===== src/gfx_stripe_params.svh =====
// ############################
// build-time settings for the striped framebuffer
// set GFX_MODE_640_480 to 1 for the real video mode
// ############################
`ifndef GFX_STRIPE_PARAMS_SVH
`define GFX_STRIPE_PARAMS_SVH
`default_nettype none

`define GFX_MODE_640_480 0

`define GFX_NUM_S       2
`define GFX_SRAM_ADDR_W 19
`define GFX_SRAM_DATA_W 16
`define GFX_COLOR_W     4
`define GFX_FIFO_DEPTH  8
`define GFX_APB_ADDR_W  8
`define GFX_APB_DATA_W  32

// horizontal in pixels, vertical in lines
`define GFX_H_VISIBLE (`GFX_MODE_640_480 ? 640 : 32)
`define GFX_H_FRONT   (`GFX_MODE_640_480 ? 16 : 4)
`define GFX_H_SYNC    (`GFX_MODE_640_480 ? 96 : 4)
`define GFX_H_BACK    (`GFX_MODE_640_480 ? 48 : 8)
`define GFX_V_VISIBLE (`GFX_MODE_640_480 ? 480 : 8)
`define GFX_V_FRONT   (`GFX_MODE_640_480 ? 10 : 1)
`define GFX_V_SYNC    (`GFX_MODE_640_480 ? 2 : 1)
`define GFX_V_BACK    (`GFX_MODE_640_480 ? 33 : 2)

`default_nettype wire
`endif


===== src/gfx_stripe_pkg.sv =====
// ############################
// shared types of the graphics subsystem
// import with gfx_stripe_pkg::* in the module header
// ############################
`include "gfx_stripe_params.svh"
`default_nettype none

package gfx_stripe_pkg;

  typedef struct packed {
    logic [`GFX_COLOR_W-1:0] red;
    logic [`GFX_COLOR_W-1:0] grn;
    logic [`GFX_COLOR_W-1:0] blu;
  } pixel_t;

  // word address inside one stripe
  typedef logic [`GFX_SRAM_ADDR_W-1:0] fb_addr_t;
  typedef logic [$clog2(`GFX_NUM_S)-1:0] stripe_t;

  // fill level and free space of a FIFO
  typedef logic [$clog2(`GFX_FIFO_DEPTH+1)-1:0] fifo_cnt_t;

  typedef struct packed {
    stripe_t  stripe;
    fb_addr_t addr;
    pixel_t   pix;
  } wr_req_t;

  typedef enum logic [`GFX_APB_ADDR_W-1:0] {
    REG_CTRL   = 'h0,
    REG_KEY    = 'h4,
    REG_FRAMES = 'h8,
    REG_ERRS   = 'hC
  } apb_reg_e;

endpackage

`default_nettype wire


===== src/vga_timing.sv =====
// ############################
// vga sync generator, pops one pixel per visible cycle
// ############################
`include "gfx_stripe_params.svh"
`default_nettype none

module vga_timing
  import gfx_stripe_pkg::*;
(
  input  logic                    pixel_clk,
  input  logic                    rst_n,
  input  logic                    pix_empty,
  input  pixel_t                  pix_data,
  output logic                    pix_pop,
  output logic                    frame_start,
  output logic [`GFX_COLOR_W-1:0] vga_red,
  output logic [`GFX_COLOR_W-1:0] vga_grn,
  output logic [`GFX_COLOR_W-1:0] vga_blu,
  output logic                    vga_hsync,
  output logic                    vga_vsync,
  output logic                    underflow
);
  localparam int H_SYNC_BEG = `GFX_H_VISIBLE + `GFX_H_FRONT;
  localparam int H_SYNC_END = H_SYNC_BEG + `GFX_H_SYNC;
  localparam int H_TOTAL    = H_SYNC_END + `GFX_H_BACK;
  localparam int V_SYNC_BEG = `GFX_V_VISIBLE + `GFX_V_FRONT;
  localparam int V_SYNC_END = V_SYNC_BEG + `GFX_V_SYNC;
  localparam int V_TOTAL    = V_SYNC_END + `GFX_V_BACK;
  localparam int HW         = $clog2(H_TOTAL);
  localparam int VW         = $clog2(V_TOTAL);

  logic [HW-1:0] h_cnt;
  logic [HW-1:0] h_nxt;
  logic [VW-1:0] v_cnt;
  logic [VW-1:0] v_nxt;
  logic          vis_nxt;

  // outputs are registered from the next count, so they line up with h_cnt
  always_comb begin
    h_nxt = h_cnt + 1'b1;
    v_nxt = v_cnt;
    if (h_cnt == HW'(H_TOTAL - 1)) begin
      h_nxt = '0;
      v_nxt = (v_cnt == VW'(V_TOTAL - 1)) ? '0 : v_cnt + 1'b1;
    end
  end

  assign vis_nxt = (h_nxt < `GFX_H_VISIBLE) && (v_nxt < `GFX_V_VISIBLE);
  assign pix_pop = vis_nxt;

  always_ff @(posedge pixel_clk) begin
    if (!rst_n) begin
      // first step lands on the last back porch line
      h_cnt       <= HW'(H_TOTAL - 1);
      v_cnt       <= VW'(V_TOTAL - 2);
      vga_hsync   <= 1'b1;
      vga_vsync   <= 1'b1;
      vga_red     <= '0;
      vga_grn     <= '0;
      vga_blu     <= '0;
      frame_start <= 1'b0;
      underflow   <= 1'b0;
    end else begin
      h_cnt       <= h_nxt;
      v_cnt       <= v_nxt;
      vga_hsync   <= !((h_nxt >= H_SYNC_BEG) && (h_nxt < H_SYNC_END));
      vga_vsync   <= !((v_nxt >= V_SYNC_BEG) && (v_nxt < V_SYNC_END));
      frame_start <= (h_nxt == '0) && (v_nxt == VW'(V_TOTAL - 1));
      underflow   <= vis_nxt && pix_empty;
      // empty fifo already hands out a zero pixel
      vga_red     <= vis_nxt ? pix_data.red : '0;
      vga_grn     <= vis_nxt ? pix_data.grn : '0;
      vga_blu     <= vis_nxt ? pix_data.blu : '0;
    end
  end

endmodule

`default_nettype wire


===== src/pattern_writer.sv =====
// ############################
// raster-order test pattern source for the framebuffer
// ############################
`include "gfx_stripe_params.svh"
`default_nettype none

module pattern_writer
  import gfx_stripe_pkg::*;
(
  input  logic    pixel_clk,
  input  logic    rst_n,
  input  logic    wr_enable,
  input  logic    continuous,
  input  pixel_t  key,
  input  logic    req_full,
  output logic    req_push,
  output wr_req_t req_data
);
  localparam int XW    = $clog2(`GFX_H_VISIBLE);
  localparam int YW    = $clog2(`GFX_V_VISIBLE);
  localparam int C     = `GFX_COLOR_W;
  localparam int WORDS = `GFX_H_VISIBLE / `GFX_NUM_S;

  logic [XW-1:0]  x;
  logic [YW-1:0]  y;
  logic           en_q;
  logic           done;
  logic           active;
  logic           last_px;
  logic [3*C-1:0] key_v;

  assign key_v   = key;
  // idle on the enable edge itself while x and y restart
  assign active   = wr_enable && en_q && (continuous || !done);
  assign req_push = active && !req_full;
  assign last_px  = (x == XW'(`GFX_H_VISIBLE - 1)) && (y == YW'(`GFX_V_VISIBLE - 1));

  always_comb begin
    req_data.stripe  = stripe_t'(x % `GFX_NUM_S);
    req_data.addr    = fb_addr_t'(y) * fb_addr_t'(WORDS) + fb_addr_t'(x / `GFX_NUM_S);
    req_data.pix.red = C'(x) ^ key_v[C-1:0];
    req_data.pix.grn = C'(y) ^ key_v[2*C-1:C];
    req_data.pix.blu = (C'(x) + C'(y)) ^ key_v[3*C-1:2*C];
  end

  always_ff @(posedge pixel_clk) begin
    if (!rst_n) begin
      x    <= '0;
      y    <= '0;
      en_q <= 1'b0;
      done <= 1'b0;
    end else begin
      en_q <= wr_enable;
      if (wr_enable && !en_q) begin
        x    <= '0;
        y    <= '0;
        done <= 1'b0;
      end else if (req_push) begin
        if (x == XW'(`GFX_H_VISIBLE - 1)) begin
          x <= '0;
          y <= (y == YW'(`GFX_V_VISIBLE - 1)) ? '0 : y + 1'b1;
        end else begin
          x <= x + 1'b1;
        end
        if (last_px && !continuous) done <= 1'b1;
      end
      if (continuous) done <= 1'b0;
    end
  end

endmodule

`default_nettype wire


===== src/pixel_fifo.sv =====
// ############################
// show-ahead FIFO, payload chosen per instance
// ############################
`include "gfx_stripe_params.svh"
`default_nettype none

module pixel_fifo
  import gfx_stripe_pkg::*;
#(
  parameter type payload_t = pixel_t
) (
  input  logic      pixel_clk,
  input  logic      rst_n,
  input  logic      flush,
  input  logic      push,
  input  payload_t  push_data,
  output logic      full,
  input  logic      pop,
  output payload_t  pop_data,
  output logic      empty,
  output fifo_cnt_t room
);
  localparam int DEPTH = `GFX_FIFO_DEPTH;
  localparam int AW    = $clog2(DEPTH);

  payload_t      mem[DEPTH];
  // extra msb tells full from empty
  logic [AW:0]   wr_ptr;
  logic [AW:0]   rd_ptr;
  logic [AW:0]   count;

  assign count    = wr_ptr - rd_ptr;
  assign full     = count == (AW + 1)'(DEPTH);
  assign empty    = count == '0;
  assign room     = fifo_cnt_t'(DEPTH) - fifo_cnt_t'(count);
  assign pop_data = empty ? payload_t'('0) : mem[rd_ptr[AW-1:0]];

  always_ff @(posedge pixel_clk) begin
    if (!rst_n || flush) begin
      wr_ptr <= '0;
      rd_ptr <= '0;
    end else begin
      if (push && !full) wr_ptr <= wr_ptr + 1'b1;
      if (pop && !empty) rd_ptr <= rd_ptr + 1'b1;
    end
  end

  always_ff @(posedge pixel_clk) begin
    if (push && !full) mem[wr_ptr[AW-1:0]] <= push_data;
  end

endmodule

`default_nettype wire


===== src/stripe_sram_ctrl.sv =====
// ############################
// slot scheduler for display reads and pattern writes
// reads take slot cycle 0, writes fill the rest
// ############################
`include "gfx_stripe_params.svh"
`default_nettype none

module stripe_sram_ctrl
  import gfx_stripe_pkg::*;
(
  input  logic                                        pixel_clk,
  input  logic                                        rst_n,
  input  logic                                        frame_start,
  input  logic                                        wr_empty,
  input  wr_req_t                                     wr_data,
  output logic                                        wr_pop,
  input  fifo_cnt_t                                   pix_room,
  output logic                                        pix_push,
  output pixel_t                                      pix_data,
  output logic                                        pix_flush,
  output logic [`GFX_NUM_S*`GFX_SRAM_ADDR_W-1:0]      sram_addr,
  output logic [`GFX_NUM_S*`GFX_SRAM_DATA_W-1:0]      sram_wdata,
  input  logic [`GFX_NUM_S*`GFX_SRAM_DATA_W-1:0]      sram_rdata,
  output logic [`GFX_NUM_S-1:0]                       sram_we_n,
  output logic [`GFX_NUM_S-1:0]                       sram_oe_n
);
  localparam int S  = `GFX_NUM_S;
  localparam int AW = `GFX_SRAM_ADDR_W;
  localparam int DW = `GFX_SRAM_DATA_W;
  localparam int PW = $bits(pixel_t);
  localparam int SW = $clog2(S);
  localparam fb_addr_t LAST_WORD = fb_addr_t'(`GFX_H_VISIBLE / S * `GFX_V_VISIBLE - 1);

  logic [SW-1:0]   slot_cnt;
  logic [SW-1:0]   ser_idx;
  logic            ser_busy;
  logic            rd_pend;
  logic            rd_go;
  fifo_cnt_t       inflight;
  fb_addr_t        fetch_addr;
  logic [S*DW-1:0] rd_word;

  // room must also cover pixels already fetched but not yet pushed
  assign rd_go     = !frame_start && (slot_cnt == '0) &&
                     (pix_room >= inflight + fifo_cnt_t'(S));
  assign wr_pop    = !wr_empty && !rd_go;
  assign pix_push  = ser_busy;
  assign pix_data  = pixel_t'(rd_word[ser_idx*DW +: PW]);
  assign pix_flush = frame_start;

  always_ff @(posedge pixel_clk) begin
    if (!rst_n) begin
      slot_cnt   <= '0;
      ser_idx    <= '0;
      ser_busy   <= 1'b0;
      rd_pend    <= 1'b0;
      inflight   <= '0;
      fetch_addr <= '0;
      sram_oe_n  <= '1;
      sram_we_n  <= '1;
    end else begin
      slot_cnt  <= (slot_cnt == SW'(S - 1)) ? '0 : slot_cnt + 1'b1;
      rd_pend   <= rd_go;
      sram_oe_n <= {S{!rd_go}};
      sram_we_n <= '1;
      if (wr_pop) sram_we_n[wr_data.stripe] <= 1'b0;
      inflight <= inflight + (rd_go ? fifo_cnt_t'(S) : '0) - fifo_cnt_t'(pix_push);
      // serialize the captured word group in stripe order
      if (ser_busy) begin
        ser_idx <= ser_idx + 1'b1;
        if (ser_idx == SW'(S - 1)) ser_busy <= 1'b0;
      end
      if (rd_pend) begin
        ser_busy <= 1'b1;
        ser_idx  <= '0;
      end
      if (rd_go) fetch_addr <= (fetch_addr == LAST_WORD) ? '0 : fetch_addr + 1'b1;
      // new frame drops any fetch still in flight
      if (frame_start) begin
        fetch_addr <= '0;
        inflight   <= '0;
        rd_pend    <= 1'b0;
        ser_busy   <= 1'b0;
      end
    end
  end

  always_ff @(posedge pixel_clk) begin
    if (rd_pend) rd_word <= sram_rdata;
    for (int i = 0; i < S; i++) begin
      if (rd_go) sram_addr[i*AW +: AW] <= fetch_addr;
    end
    if (wr_pop) begin
      sram_addr[wr_data.stripe*AW +: AW]  <= wr_data.addr;
      sram_wdata[wr_data.stripe*DW +: DW] <= DW'(wr_data.pix);
    end
  end

endmodule

`default_nettype wire


===== src/gfx_apb_regs.sv =====
// ############################
// APB register block, no wait states
// ############################
`include "gfx_stripe_params.svh"
`default_nettype none

module gfx_apb_regs
  import gfx_stripe_pkg::*;
(
  input  logic                       pixel_clk,
  input  logic                       rst_n,
  input  logic [`GFX_APB_ADDR_W-1:0] paddr,
  input  logic                       psel,
  input  logic                       penable,
  input  logic                       pwrite,
  input  logic [`GFX_APB_DATA_W-1:0] pwdata,
  output logic [`GFX_APB_DATA_W-1:0] prdata,
  output logic                       pready,
  output logic                       pslverr,
  input  logic                       frame_start,
  input  logic                       vga_error,
  output logic                       wr_enable,
  output logic                       continuous,
  output pixel_t                     key
);
  localparam int DW = `GFX_APB_DATA_W;

  apb_reg_e      reg_sel;
  logic          mapped;
  logic          wr_acc;
  logic [15:0]   frame_cnt;
  logic [15:0]   err_cnt;
  logic [DW-1:0] rd_mux;

  assign reg_sel = apb_reg_e'(paddr);

  always_comb begin
    mapped = 1'b1;
    rd_mux = '0;
    case (reg_sel)
      REG_CTRL:   rd_mux = DW'({continuous, wr_enable});
      REG_KEY:    rd_mux = DW'(key);
      REG_FRAMES: rd_mux = DW'(frame_cnt);
      REG_ERRS:   rd_mux = DW'(err_cnt);
      default:    mapped = 1'b0;
    endcase
  end

  assign pready  = 1'b1;
  assign pslverr = psel && penable && !mapped;
  assign wr_acc  = psel && penable && pwrite;

  always_ff @(posedge pixel_clk) begin
    if (!rst_n) begin
      prdata     <= '0;
      wr_enable  <= 1'b0;
      continuous <= 1'b0;
      key        <= '0;
      frame_cnt  <= '0;
      err_cnt    <= '0;
    end else begin
      // read data is sampled in the setup cycle
      if (psel && !penable && !pwrite) prdata <= rd_mux;
      // both counters stick at all ones
      if (frame_start && frame_cnt != '1) frame_cnt <= frame_cnt + 1'b1;
      if (vga_error && err_cnt != '1) err_cnt <= err_cnt + 1'b1;
      if (wr_acc && reg_sel == REG_CTRL) begin
        wr_enable  <= pwdata[0];
        continuous <= pwdata[1];
      end
      if (wr_acc && reg_sel == REG_KEY) key <= pixel_t'(pwdata[$bits(pixel_t)-1:0]);
      if (wr_acc && reg_sel == REG_ERRS) err_cnt <= '0;
    end
  end

endmodule

`default_nettype wire


===== src/gfx_stripe_top.sv =====
// ############################
// striped framebuffer subsystem top, APB in, VGA and SRAM out
// ############################
`include "gfx_stripe_params.svh"
`default_nettype none

module gfx_stripe_top
  import gfx_stripe_pkg::*;
(
  input  logic                                   pixel_clk,
  input  logic                                   rst_n,
  input  logic [`GFX_APB_ADDR_W-1:0]             paddr,
  input  logic                                   psel,
  input  logic                                   penable,
  input  logic                                   pwrite,
  input  logic [`GFX_APB_DATA_W-1:0]             pwdata,
  output logic [`GFX_APB_DATA_W-1:0]             prdata,
  output logic                                   pready,
  output logic                                   pslverr,
  output logic [`GFX_NUM_S*`GFX_SRAM_ADDR_W-1:0] sram_addr,
  output logic [`GFX_NUM_S*`GFX_SRAM_DATA_W-1:0] sram_wdata,
  input  logic [`GFX_NUM_S*`GFX_SRAM_DATA_W-1:0] sram_rdata,
  output logic [`GFX_NUM_S-1:0]                  sram_we_n,
  output logic [`GFX_NUM_S-1:0]                  sram_oe_n,
  output logic [`GFX_COLOR_W-1:0]                vga_red,
  output logic [`GFX_COLOR_W-1:0]                vga_grn,
  output logic [`GFX_COLOR_W-1:0]                vga_blu,
  output logic                                   vga_hsync,
  output logic                                   vga_vsync
);
  logic      frame_start;
  logic      underflow;
  logic      wr_enable;
  logic      continuous;
  pixel_t    key;
  logic      req_push;
  logic      req_full;
  wr_req_t   req_data;
  logic      wr_pop;
  logic      wr_empty;
  wr_req_t   wr_data;
  logic      pix_push;
  logic      pix_pop;
  logic      pix_empty;
  logic      pix_flush;
  pixel_t    pix_wdata;
  pixel_t    pix_rdata;
  fifo_cnt_t pix_room;

  gfx_apb_regs u_apb_regs (
    .pixel_clk(pixel_clk), .rst_n(rst_n),
    .paddr(paddr), .psel(psel), .penable(penable), .pwrite(pwrite), .pwdata(pwdata),
    .prdata(prdata), .pready(pready), .pslverr(pslverr),
    .frame_start(frame_start), .vga_error(underflow),
    .wr_enable(wr_enable), .continuous(continuous), .key(key)
  );

  pattern_writer u_pattern_writer (
    .pixel_clk(pixel_clk), .rst_n(rst_n),
    .wr_enable(wr_enable), .continuous(continuous), .key(key),
    .req_full(req_full), .req_push(req_push), .req_data(req_data)
  );

  // write requests never need flushing
  pixel_fifo #(.payload_t(wr_req_t)) u_wr_fifo (
    .pixel_clk(pixel_clk), .rst_n(rst_n), .flush(1'b0),
    .push(req_push), .push_data(req_data), .full(req_full),
    .pop(wr_pop), .pop_data(wr_data), .empty(wr_empty), .room()
  );

  stripe_sram_ctrl u_sram_ctrl (
    .pixel_clk(pixel_clk), .rst_n(rst_n), .frame_start(frame_start),
    .wr_empty(wr_empty), .wr_data(wr_data), .wr_pop(wr_pop),
    .pix_room(pix_room), .pix_push(pix_push), .pix_data(pix_wdata), .pix_flush(pix_flush),
    .sram_addr(sram_addr), .sram_wdata(sram_wdata), .sram_rdata(sram_rdata),
    .sram_we_n(sram_we_n), .sram_oe_n(sram_oe_n)
  );

  pixel_fifo #(.payload_t(pixel_t)) u_pix_fifo (
    .pixel_clk(pixel_clk), .rst_n(rst_n), .flush(pix_flush),
    .push(pix_push), .push_data(pix_wdata), .full(),
    .pop(pix_pop), .pop_data(pix_rdata), .empty(pix_empty), .room(pix_room)
  );

  vga_timing u_vga_timing (
    .pixel_clk(pixel_clk), .rst_n(rst_n),
    .pix_empty(pix_empty), .pix_data(pix_rdata), .pix_pop(pix_pop),
    .frame_start(frame_start),
    .vga_red(vga_red), .vga_grn(vga_grn), .vga_blu(vga_blu),
    .vga_hsync(vga_hsync), .vga_vsync(vga_vsync), .underflow(underflow)
  );

endmodule

`default_nettype wire


===== config.mk =====
export PLATFORM = sky130hd
export DESIGN_NAME = gfx_stripe_top
export DESIGN_NICKNAME = d
export VERILOG_FILES = /design/src/gfx_stripe_pkg.sv /design/src/vga_timing.sv /design/src/pattern_writer.sv /design/src/pixel_fifo.sv /design/src/stripe_sram_ctrl.sv /design/src/gfx_apb_regs.sv /design/src/gfx_stripe_top.sv
export VERILOG_INCLUDE_DIRS = /design/src
export SDC_FILE = /design/constraint.sdc
export NUM_CORES = 1
export LEC_CHECK = 0
export BUFFER_PORTS_ARGS = -buffer_cell sky130_fd_sc_hd__buf_2
export CORE_AREA = 2 2 174 244
export CTS_CLUSTER_DIAMETER = 40
export DETAILED_ROUTE_END_ITERATION = 10
export DIE_AREA = 0 0 176 246
export PLACE_DENSITY = 0.84
export SLEW_MARGIN = 25
export SYNTH_ARGS = -nofsm -noshare
export SYNTH_HDL_FRONTEND = slang
export SYNTH_HIERARCHICAL = 1
export SYNTH_SLANG_ARGS = --single-unit

===== constraint.sdc =====
create_clock -name pixel_clk -period 7.7 [get_ports pixel_clk]
set_input_delay 1.54 -clock pixel_clk [delete_from_list [all_inputs] [get_ports pixel_clk]]
set_output_delay 1.54 -clock pixel_clk [all_outputs]
set_load 0.005 [all_outputs]

# Word-level counts from Yosys, hierarchy flattened

Memory sizes are Yosys's and may differ from the RTL's. A register that Yosys moved wholly into a read port is not among the register bits.
Cells that the tools add are included.

Add/sub/neg operators: 23
$mul: 1
$lt $le $gt $ge: 9
Equality and inequality tests: 13
Shifts and indexed selects: 5
Muxes and demuxes: 26
Bitwise logic cells: 7
Reduce and logical (&&, ||, !) cells: 61

Operator list:

| operator                 | number |
|---|---|
| $pmux 16 s4              | 1 |
| $mux 19                  | 3 |
| $bwmux 38                | 1 |
| $mux 38                  | 1 |
| $shift 19x34->38 const A | 1 |
| $shiftx 19x34->38        | 1 |
| $neg 5->34               | 1 |
| $neg 6->34               | 1 |
| $shift 16x34->32 const A | 1 |
| $shiftx 16x34->32        | 1 |
| $add 16x1->16 const B    | 2 |
| $bwmux 32                | 1 |
| $mux 32                  | 1 |
| $ne 16x16->1 const B     | 2 |
| $shiftx 32x6->12         | 1 |
| $logic_and 1x1->1        | 29 |
| $add 4x1->4 const B      | 5 |
| $add 19x1->19 const B    | 1 |
| $eq 19x7->1 const B      | 1 |
| $eq 4x4->1 const B       | 4 |
| $eq 8x4->1 const B       | 2 |
| $logic_not 1->1          | 15 |
| $lt 6x6->1 const B       | 2 |
| $reduce_or 2->1          | 5 |
| other kinds (40)         | 62 |

Bits in registers: 250
Memory bits (writable): 264
Output and inout port bits: 122
Logic and storage cells: 180
Memories kept: 2

Memories:

| name           | depth | bits a word | rd ports | clocked after memory_dff | write ports | RTL line         | text |
|---|---|---|---|---|---|---|---|
| u_wr_fifo.mem  | 8     | 21          | 1        | 1                        | 1           | pixel_fifo.sv:26 | `payload_t mem[DEPTH];` |
| u_pix_fifo.mem | 8     | 12          | 1        | 1                        | 1           | pixel_fifo.sv:26 |  |

# Depth between registers and ports, before layout

Gate-level depths: netlist of the first run.

Depth in word-level cells: 9
Mapped depth: 23
Mapped depth without buffers: 19

# Hierarchy

The synthesis of the first run kept the hierarchy.

By module, submodules not included:

| module                   | times used | cells an instance | area each (um^2) | seq. area each (um^2) |
|---|---|---|---|---|
| pixel_fifo at u_wr_fifo  | 1          | 493               | 10417.5          | 7907.6 |
| stripe_sram_ctrl         | 1          | 460               | 4782.1           | 2802.7 |
| pixel_fifo at u_pix_fifo | 1          | 240               | 4380.5           | 3103.0 |
| gfx_apb_regs             | 1          | 374               | 3160.5           | 1241.2 |
| vga_timing               | 1          | 114               | 1151.1           | 520.5 |
| pattern_writer           | 1          | 94                | 819.5            | 200.2 |
| gfx_stripe_top           | 1          | 1                 | 3.8              | 0.0 |

# Worst setup path after synthesis of the first run

No wires, ideal clock.

Path type: register to register
Start point: register u_wr_fifo.wr_ptr[0]
End point: memory u_wr_fifo/mem[0][0] in the netlist's numbering (enable)
Arrival: 5.440 ns
Required time: 7.198 ns
Setup slack: 1.759 ns
Stages on the path, launching flop included: 13
Buffers on the path: 0
Period minus slack after synthesis: 5.941 ns
Cell sequence: dfxtp_1 -> inv_1 -> ha_1 -> inv_1 -> fa_1 -> inv_1 -> ha_1 -> and2_1 -> o21a_4 -> nand3b_1 -> nor2_1 -> nand2b_4 -> nor4_1

Longest elaborated chain between the ends: 7

RTL lines:

| what                         | RTL line             | text |
|---|---|---|
| start, declared              | pixel_fifo.sv:28     | `logic [AW:0] wr_ptr;` |
| start signal, assigned       | pixel_fifo.sv:43     | `if (push && !full) wr_ptr <= wr_ptr + 1'b1;` |
| $sub 4x4->4                  | pixel_fifo.sv:32     | `assign count = wr_ptr - rd_ptr;` |
| $eq 4x4->1                   | pixel_fifo.sv:33     | `assign full = count == (AW + 1)'(DEPTH);` |
| net req_full                 | gfx_stripe_top.sv:37 | `logic req_full;` |
| $logic_not 1->1              | pattern_writer.sv:35 | `assign req_push = active && !req_full;` |
| $logic_and 1x1->1            | pattern_writer.sv:35 |  |
| net req_push                 | gfx_stripe_top.sv:36 | `logic req_push;` |
| $logic_and 1x1->1            | pixel_fifo.sv:49     | `if (push && !full) mem[wr_ptr[AW-1:0]] <= push_data;` |
| $mux 1                       | pixel_fifo.sv:49     |  |
| $mux 1 (implied by the code) | pixel_fifo.sv:49     |  |
| end, declared                | pixel_fifo.sv:26     |  |

The timed path passes the listed nets, and every way through them passes these cells.

# Final worst setup path of the first run

Start point: register u_pix_fifo.wr_ptr[0]
End point: register u_sram_ctrl.inflight[3]

Longest elaborated chain between the ends: 7

RTL lines:

| what                   | RTL line               | text |
|---|---|---|
| start, declared        | pixel_fifo.sv:28       |  |
| start signal, assigned | pixel_fifo.sv:43       |  |
| $sub 4x4->4            | pixel_fifo.sv:32       |  |
| $sub 4x4->4            | pixel_fifo.sv:35       | `assign room = fifo_cnt_t'(DEPTH) - fifo_cnt_t'(count);` |
| net pix_room[2]        | gfx_stripe_top.sv:48   | `fifo_cnt_t pix_room;` |
| $ge 4x4->1             | stripe_sram_ctrl.sv:45 | `(pix_room >= inflight + fifo_cnt_t'(S));` |
| $logic_and 1x1->1      | stripe_sram_ctrl.sv:44 | `assign rd_go = !frame_start && (slot_cnt == '0) &&` |
| $mux 2                 | stripe_sram_ctrl.sv:67 | `inflight <= inflight + (rd_go ? fifo_cnt_t'(S) : '0) - fifo_cnt_t'(pix_push);` |
| $add 4x4->4            | stripe_sram_ctrl.sv:67 |  |
| $sub 4x1->4            | stripe_sram_ctrl.sv:67 |  |
| end signal, assigned   | stripe_sram_ctrl.sv:67 |  |
| end, declared          | stripe_sram_ctrl.sv:39 | `fifo_cnt_t inflight;` |

The timed path passes the listed nets, and every way through them passes these cells.
A chain may end at the register's enable or synchronous reset.

==> impl_summary.md, run 1 <==
Status
The run finished with clean final reports.

Critical path
The category of the worst setup path launch point is a register. The number of cells on the worst reg-to-reg path is 19. In this design, the critical path's most frequently occurring cell is sky130_fd_sc_hd__ha_1.

Of all nets on the critical path, the largest fanout is 74. The largest stage delay on the critical path is ~0.77 ns. The classification of the worst setup path is reg -> reg. The capturing element type of the critical path is a register.

The data required time of the worst path is about 8 ns. The slack of the worst reg-to-reg path is 1.82 ns. The signal on the critical path passes through inv_1, ha_1, inv_1, fa_1, inv_1, ha_1, xor2_1, ha_1, nand2_1, o21ai_2, and2_1, clkinv_2, ha_1, inv_1, ha_1, fa_1, xnor2_1, xnor2_1, nor2_1.

The slowest cell on the critical path is sky130_fd_sc_hd__clkinv_2. The data arrival time of the critical path is between 6 and 7 ns.

Die
The initialized floorplan defines 88 standard-cell rows. Once the floorplan was initialized, standard cells occupied between 60% and 70% of the core. The die outline width is about 180 um. Measured along the y axis, the die boundary spans approximately 250 um.

The number of placed I/O pins is between 150 and 200. The area of the core is slightly above 0.04 mm2. The floorplan step defined a die boundary enclosing around 0.043 mm2.

Route
The first routing iteration left approximately 1400 violations. The detail-routed net length per standard cell is around 22 um. The routed design has about 55000 um of wire. For this run, the detailed router's first-pass iteration total came to 5. In this run the remaining antenna-violating nets after routing total 0. For this run, design rule violations remaining after detail routing come to 0. The number of vias per cell is approximately 6. The number of vias after detailed routing is approximately 15000.

STA
At the pin with the least slew margin, the transition time is ~1.1 ns. The clock period minus worst slack is 5.88 ns. The normalized max-slew margin is between 20% and 30%. Setup repair after global routing left no endpoint under its margin. The final setup TNS is 0 ns. The count of pins over their slew limit came to 0. The timing-limited maximum frequency is approximately 0.17 GHz. The number of hold violations in the final report is 0.

The final critical-path share of the clock period is between 70% and 80%. The final setup skew is roughly 0.017 ns. The count of endpoints failing setup in the final report is 0.

Min path
The worst hold path passes through 2 cells. The worst hold path class is reg -> reg.

Global route
The number of global-route vias before repair is approximately 16000. The global-route wire length before repair is around 84000 um. The total overflow left after global routing is 0.

Entering global routing, the biggest net connects 75 pins. Global routing used about a quarter of the available tracks. The initial antenna violation count is 0.

Placed design
Once detailed placement completed, the half-perimeter wirelength came to roughly 33000 um. The final estimated routing congestion in global placement is between 0.8 and 0.9. The count of port buffers added during placement is 145.

Clock network
For this design, the sink count on the clock tree is roughly 600. The worst-skew pair later-pin latency is a little under 0.6 ns. TritonCTS built the clock tree. After clock tree synthesis, the repair step resized 0 gates. Clock-pin slew was measured on the worst setup and hold paths at 0.06 ns. No sink is reached through more buffers than the 3 on the longest clock path.

The number of hold-repair buffers added at the cts stage is 0. Once the clock tree was built, the setup fixing pass inserted 0 buffers. The total CTS buffers is 55. CTS placed an instance of sky130_fd_sc_hd__clkbuf_16 at the clock tree root. The number of levels in the clock H-tree is 2.

Logic synthesis
The count of yosys warnings during synthesis is 6. Synthesis produced about 1800 cells. The post-synth design cell area is roughly 0.025 mm2. Dividing the synthesized area by the synthesized cell count gives approximately 14 um2.

Power
In this run the static leakage power is slightly above 9 nW. For this design the ratio of total power to cell area is around 280 mW/mm2. The worst-case IR drop observed on VDD is approximately 0.17 mV.

Finish
The core utilization of the finished layout is between 60% and 70%. For this run, the post-layout net count is ~2000. In the final layout, the share of cells above drive strength 1 is 22.3%. 0 antenna diodes ended up in the layout. From synthesis to final layout, the design area changed by 12.7%.

Job
The tool flagged a number of max-cap violations equal to 0.
==> sequential cells by signal, summed over array words and instances (netlist names), 3 cells and up, named ones only <==
register	count
u_wr_fifo/mem	256
u_pix_fifo/mem	96
u_sram_ctrl/sram_addr	38
u_sram_ctrl/rd_word	24
u_sram_ctrl/sram_wdata	24
u_sram_ctrl/fetch_addr	19
u_apb_regs/err_cnt	16
u_apb_regs/frame_cnt	16
u_apb_regs/prdata	16
u_apb_regs/key	12
u_vga_timing/h_cnt	6
u_pattern_writer/x	5
u_pix_fifo/rd_ptr	4
u_pix_fifo/wr_ptr	4
u_sram_ctrl/inflight	4
u_vga_timing/v_cnt	4
u_vga_timing/vga_blu	4
u_vga_timing/vga_grn	4
u_vga_timing/vga_red	4
u_wr_fifo/rd_ptr	4
u_wr_fifo/wr_ptr	4
u_pattern_writer/y	3
==> routing by layer <==
metal  GRT usage, %  share of wire, %  wire length, um
met5              0                 0                0
met4           9.75               3.2             1730
met3           3.43               6.1             3340
met2           47.1                55            30000
met1           28.9                36            19700
==> critical path, delay by kind of cell, from the launching register on <==
kind,cells,cell delay [ns]
adder cells (fa/ha/maj),7,2.41
buffers and inverters,5,1.26
flip-flops,1,0.67
AND/OR/NAND/NOR,3,0.53
XOR/XNOR,3,0.45
AO/OA/AOI/OAI,1,0.40
==> layout make-up <==
type	count	area [um2]
Clock buffer	67	1520
Clock inverter	37	433
Fill cell	2586	13300
Inverter	52	196
Multi-Input combinational cell	1044	8300
Sequential cell	588	15800
Tap cell	540	676
Timing Repair Buffer	168	898
==> metrics by stage <==
step | hold slack [ns] | cell area (um2) | setup slack (ns) | std cells | total power, W
finish | 0.470 | 27800 | 1.82 | 2496 | 0.00771
global route | 0.491 | 27800 | 1.40 | 2496 | 0.00799
global placement | 0.443 | 25800 | 2.44 | 2390 | 0.00482
detailed placement | 0.459 | 25800 | 2.26 | 2390 | 0.00489
CTS | 0.471 | 27800 | 2.16 | 2494 | 0.00774
floorplan | 0.441 | 24800 | 1.80 | 1806 | 0.00458
==> power breakdown <==
part | switching [W] | total, W | internal, W | leakage, nW
Clock | 0.00117 | 0.00286 | 0.00169 | 0.949
Sequential | 0.000170 | 0.00377 | 0.00360 | 4.84
Combinational | 0.000681 | 0.00108 | 0.000401 | 3.41
==> placed cells by master, fill, tap and decap left out, drive strengths merged, types with 23 or more instances in the layout <==
master / instances
nand2: 147
nand3: 36
nor2: 139
nor2b: 23
mux4: 90
dfxtp: 188
mux2: 26
and2: 26
o21ai: 25
a31oi: 45
ha: 32
a21oi: 56
nand4: 30
mux2i: 62
conb: 39
edfxtp: 400
buf: 168
xor2: 23
inv: 56
nor3: 32
clkbuf: 67
==> final timing paths <==
path	start	to
worst max-delay path	u_pix_fifo/wr_ptr[0]	u_sram_ctrl/inflight[3]
worst min-delay path	u_apb_regs/prdata[0]	u_apb_regs/prdata[0]
worst max register to register	u_pix_fifo/wr_ptr[0]	u_sram_ctrl/inflight[3]
worst min register to register	u_apb_regs/prdata[0]	u_apb_regs/prdata[0]
No activity file was read; power rests on OpenSTA's default activity.
==> run 2: changes to the inputs <==
==> constraint.sdc (replaced) <==
create_clock -name pixel_clk -period 5.7 [get_ports pixel_clk]
set_input_delay 1.14 -clock pixel_clk [delete_from_list [all_inputs] [get_ports pixel_clk]]
set_output_delay 1.14 -clock pixel_clk [all_outputs]
set_load 0.005 [all_outputs]
==> run 2 against run 1 <==
Net effect: clock power is 30% higher; via count is 0.73% lower; die area stayed put; global-route usage is 0.33 points higher; register-to-register slack worse by 0.81 ns; largest cell class unchanged.
==> impl_summary.md, run 2 (same netlist as run 1, synthesis figures left out) <==
Die
The initialized floorplan defines 88 standard-cell rows. In this run the horizontal extent of the chip is between 150 and 200 um. The full die area is 0.0433 mm2. The initial core utilization is 60.1%. The vertical extent of the die is about 250 um. around 200 I/O pins were placed. The area of the core is ~0.041 mm2.

STA
Across the routed clock network, the largest skew measured is 0.0267 ns. The normalized max-slew margin is just under 30%. Setup repair after global routing left no endpoint under its margin. Setup violations remaining at the end of the flow were counted as 0.

The count of pins over their slew limit came to 0. The number of hold violations in the final report came to 0. Static timing analysis puts the maximum clock frequency at around 0.21 GHz. The pin slew with the least headroom to its limit is between 1 and 1.5 ns. The final critical path takes up between 80% and 90% of the cycle.

Hold timing on the final database bottoms out at a slack of approximately 0.46 ns. The clock period minus worst slack is approximately 4.7 ns.

Finish
Leaving out fill and tap cells, the most frequent cell in the layout is sky130_fd_sc_hd__edfxtp_1. For this run, the post-layout net count is 2022. The total of fill cells in the finished design is approximately 2600. 0 antenna diodes ended up in the layout. The core utilization of the finished layout is roughly two thirds. In the final layout, the multi-input gates occupy around 0.0083 mm2. From synthesis to final layout, the design area changed by 12.3%.

Cells with a size suffix above 1 make up between 20% and 30% of the layout. The flip-flop count of the largest register after layout is around 260. In the final layout, flip-flops and latches occupy between 0.015 and 0.02 mm2. In the layout the commonest cells are sky130_fd_sc_hd__edfxtp_1, sky130_fd_sc_hd__dfxtp_1, sky130_fd_sc_hd__nand2_1.

Clock network
Buffers inserted to repair hold after CTS numbered 0. The post-cts repair resize count is 0. Counting every sink on the clock net gives 588. The clock input transition at the sequential cells of the worst setup and hold paths is about 0.070 ns. Counting along the longest clock path gives a buffer depth of 3. TritonCTS built the clock tree. CTS placed an instance of sky130_fd_sc_hd__clkbuf_16 at the clock tree root. The number of levels in the clock H-tree is 2. Counting the buffers created by CTS gives 54.

For the worst-skew pair, the clock arrives at the later sink with an insertion delay of around 0.6 ns. In this run the post-CTS setup repair buffer count came out at 0.

Placed design
Routability-driven placement finished with a final weighted congestion of 0.891. The count of port buffers added during placement is approximately 150. The half-perimeter wire length after detailed placement is 34400 um.

Critical path
Of all nets on the critical path, the largest fanout is 9. The signal on the critical path passes through inv_1, ha_1, inv_1, fa_1, inv_1, ha_1, xor2_1, ha_1, nand2_1, o21ai_2, and2_1, inv_2, ha_1, inv_1, ha_1, fa_1, xnor2_1, xnor2_1, nor2_1. Data on the critical path arrives at its endpoint at approximately 5.1 ns.

The capturing element type of the critical path is a register. The category of the worst setup path launch point is a register. The category of cells accounting for the largest share of critical-path delay is adder cells. Together, buffers and inverters on the worst path number 5.

Among the stages of the critical path, the cell type that occurs most often is sky130_fd_sc_hd__ha_1. The slowest cell on the critical path is sky130_fd_sc_hd__dfxtp_1. The largest stage delay on the critical path is roughly 0.64 ns. The critical path in this run is classified as reg -> reg. At the worst endpoint, the required time is a little over 6 ns.

Power
The worst-case IR drop observed on VDD is between 0.3 and 0.4 mV. In this run the static leakage power is ~9 nW. Dividing total power by cell area gives a power density of around 370 mW/mm2.

Route
The total wire length after detailed routing is about 55000 um. The initial DRC count is between 1000 and 1500. The number of detailed-routing iterations run before antenna repair is 6. The routed layout has roughly 15000 vias.

After detailed routing, the average wire length per cell comes to between 20 and 25 um. The count of nets left with antenna violations once routing finished came out at 0. The post-route DRC violation count is 0. The number of vias per cell is approximately 6.

Global route
The total overflow left after global routing is 0. The number of global-route vias before repair was 15500. The first global-routing pass estimated roughly 85000 um of wire. The initial antenna violation count is 0. Entering global routing, the biggest net connects 74 pins.

Global routing used 25.4% of the available tracks across all layers.

Status
The run finished with clean final reports.

Min path
The worst hold path class is reg -> reg.

Job
The number of max-capacitance violations reported is 0.
==> run 2: cell types whose count changed in the layout (fill, tap and decap cells not counted), sizes merged <==
cell,before,now
clkinv,21,22
bufinv,8,5
inv,56,57
buf,168,169
clkinvlp,4,2
==> run 2: worst reg2reg max path, delay by kind of cell (launching register included) <==
kind                       cells  cell delay (ns)
adders and majority gates      7             2.05
DFF                            1             0.64
buffers and inverters          5             0.55
and+or+nand+nor                3             0.48
xor gates and xnor gates       3             0.40
AOI/OAI and AO/OA              1             0.38
==> run 2: per-stage QoR <==
stage / setup TNS, ns / setup slack, ns / power [W] / std cells / instance area [um2]
final: 0 / 1.02 / 0.0103 / 2494 / 27700
after global routing: 0 / 0.674 / 0.0107 / 2494 / 27700
after CTS: 0 / 1.00 / 0.0103 / 2493 / 27700
after detailed placement: 0 / 1.03 / 0.00661 / 2392 / 25800
after global placement: 0 / 1.17 / 0.00652 / 2392 / 25800
after floorplan: -44.27 / -0.198 / 0.00618 / 1806 / 24800
==> run 2: final cells by class <==
class                      count  area share (%)
clock buffer                  67            5.34
clock inverter                34            1.35
inverter                      52           0.704
multi-input combinational   1044            30.0
sequential                   588            56.9
tap                          540            2.44
timing repair buffer         169            3.27
==> run 2: worst paths after layout <==
check,from,end,slack (ns),depth (start not counted)
max,u_pix_fifo/wr_ptr[0],u_sram_ctrl/inflight[3],1.02,19
min,u_apb_regs/prdata[1],u_apb_regs/prdata[1],0.46,2
max reg2reg,u_pix_fifo/wr_ptr[0],u_sram_ctrl/inflight[3],1.02,19
min reg2reg,u_apb_regs/prdata[1],u_apb_regs/prdata[1],0.46,2
==> run 2: power breakdown <==
group | switching, W | internal (W)
Sequential | 0.000207 | 0.00487
Clock | 0.00162 | 0.00210
Combinational | 0.000936 | 0.000544
Total | 0.00276 | 0.00751
==> run 2: routing by layer <==
metal	up-vias	GRT usage, %	routed length [um]
li1	6880	-	-
met1	7531	29.5	20000
met2	631	47.5	29900
met3	131	3.40	3220
met4	0	10.1	2010
met5	-	0	0
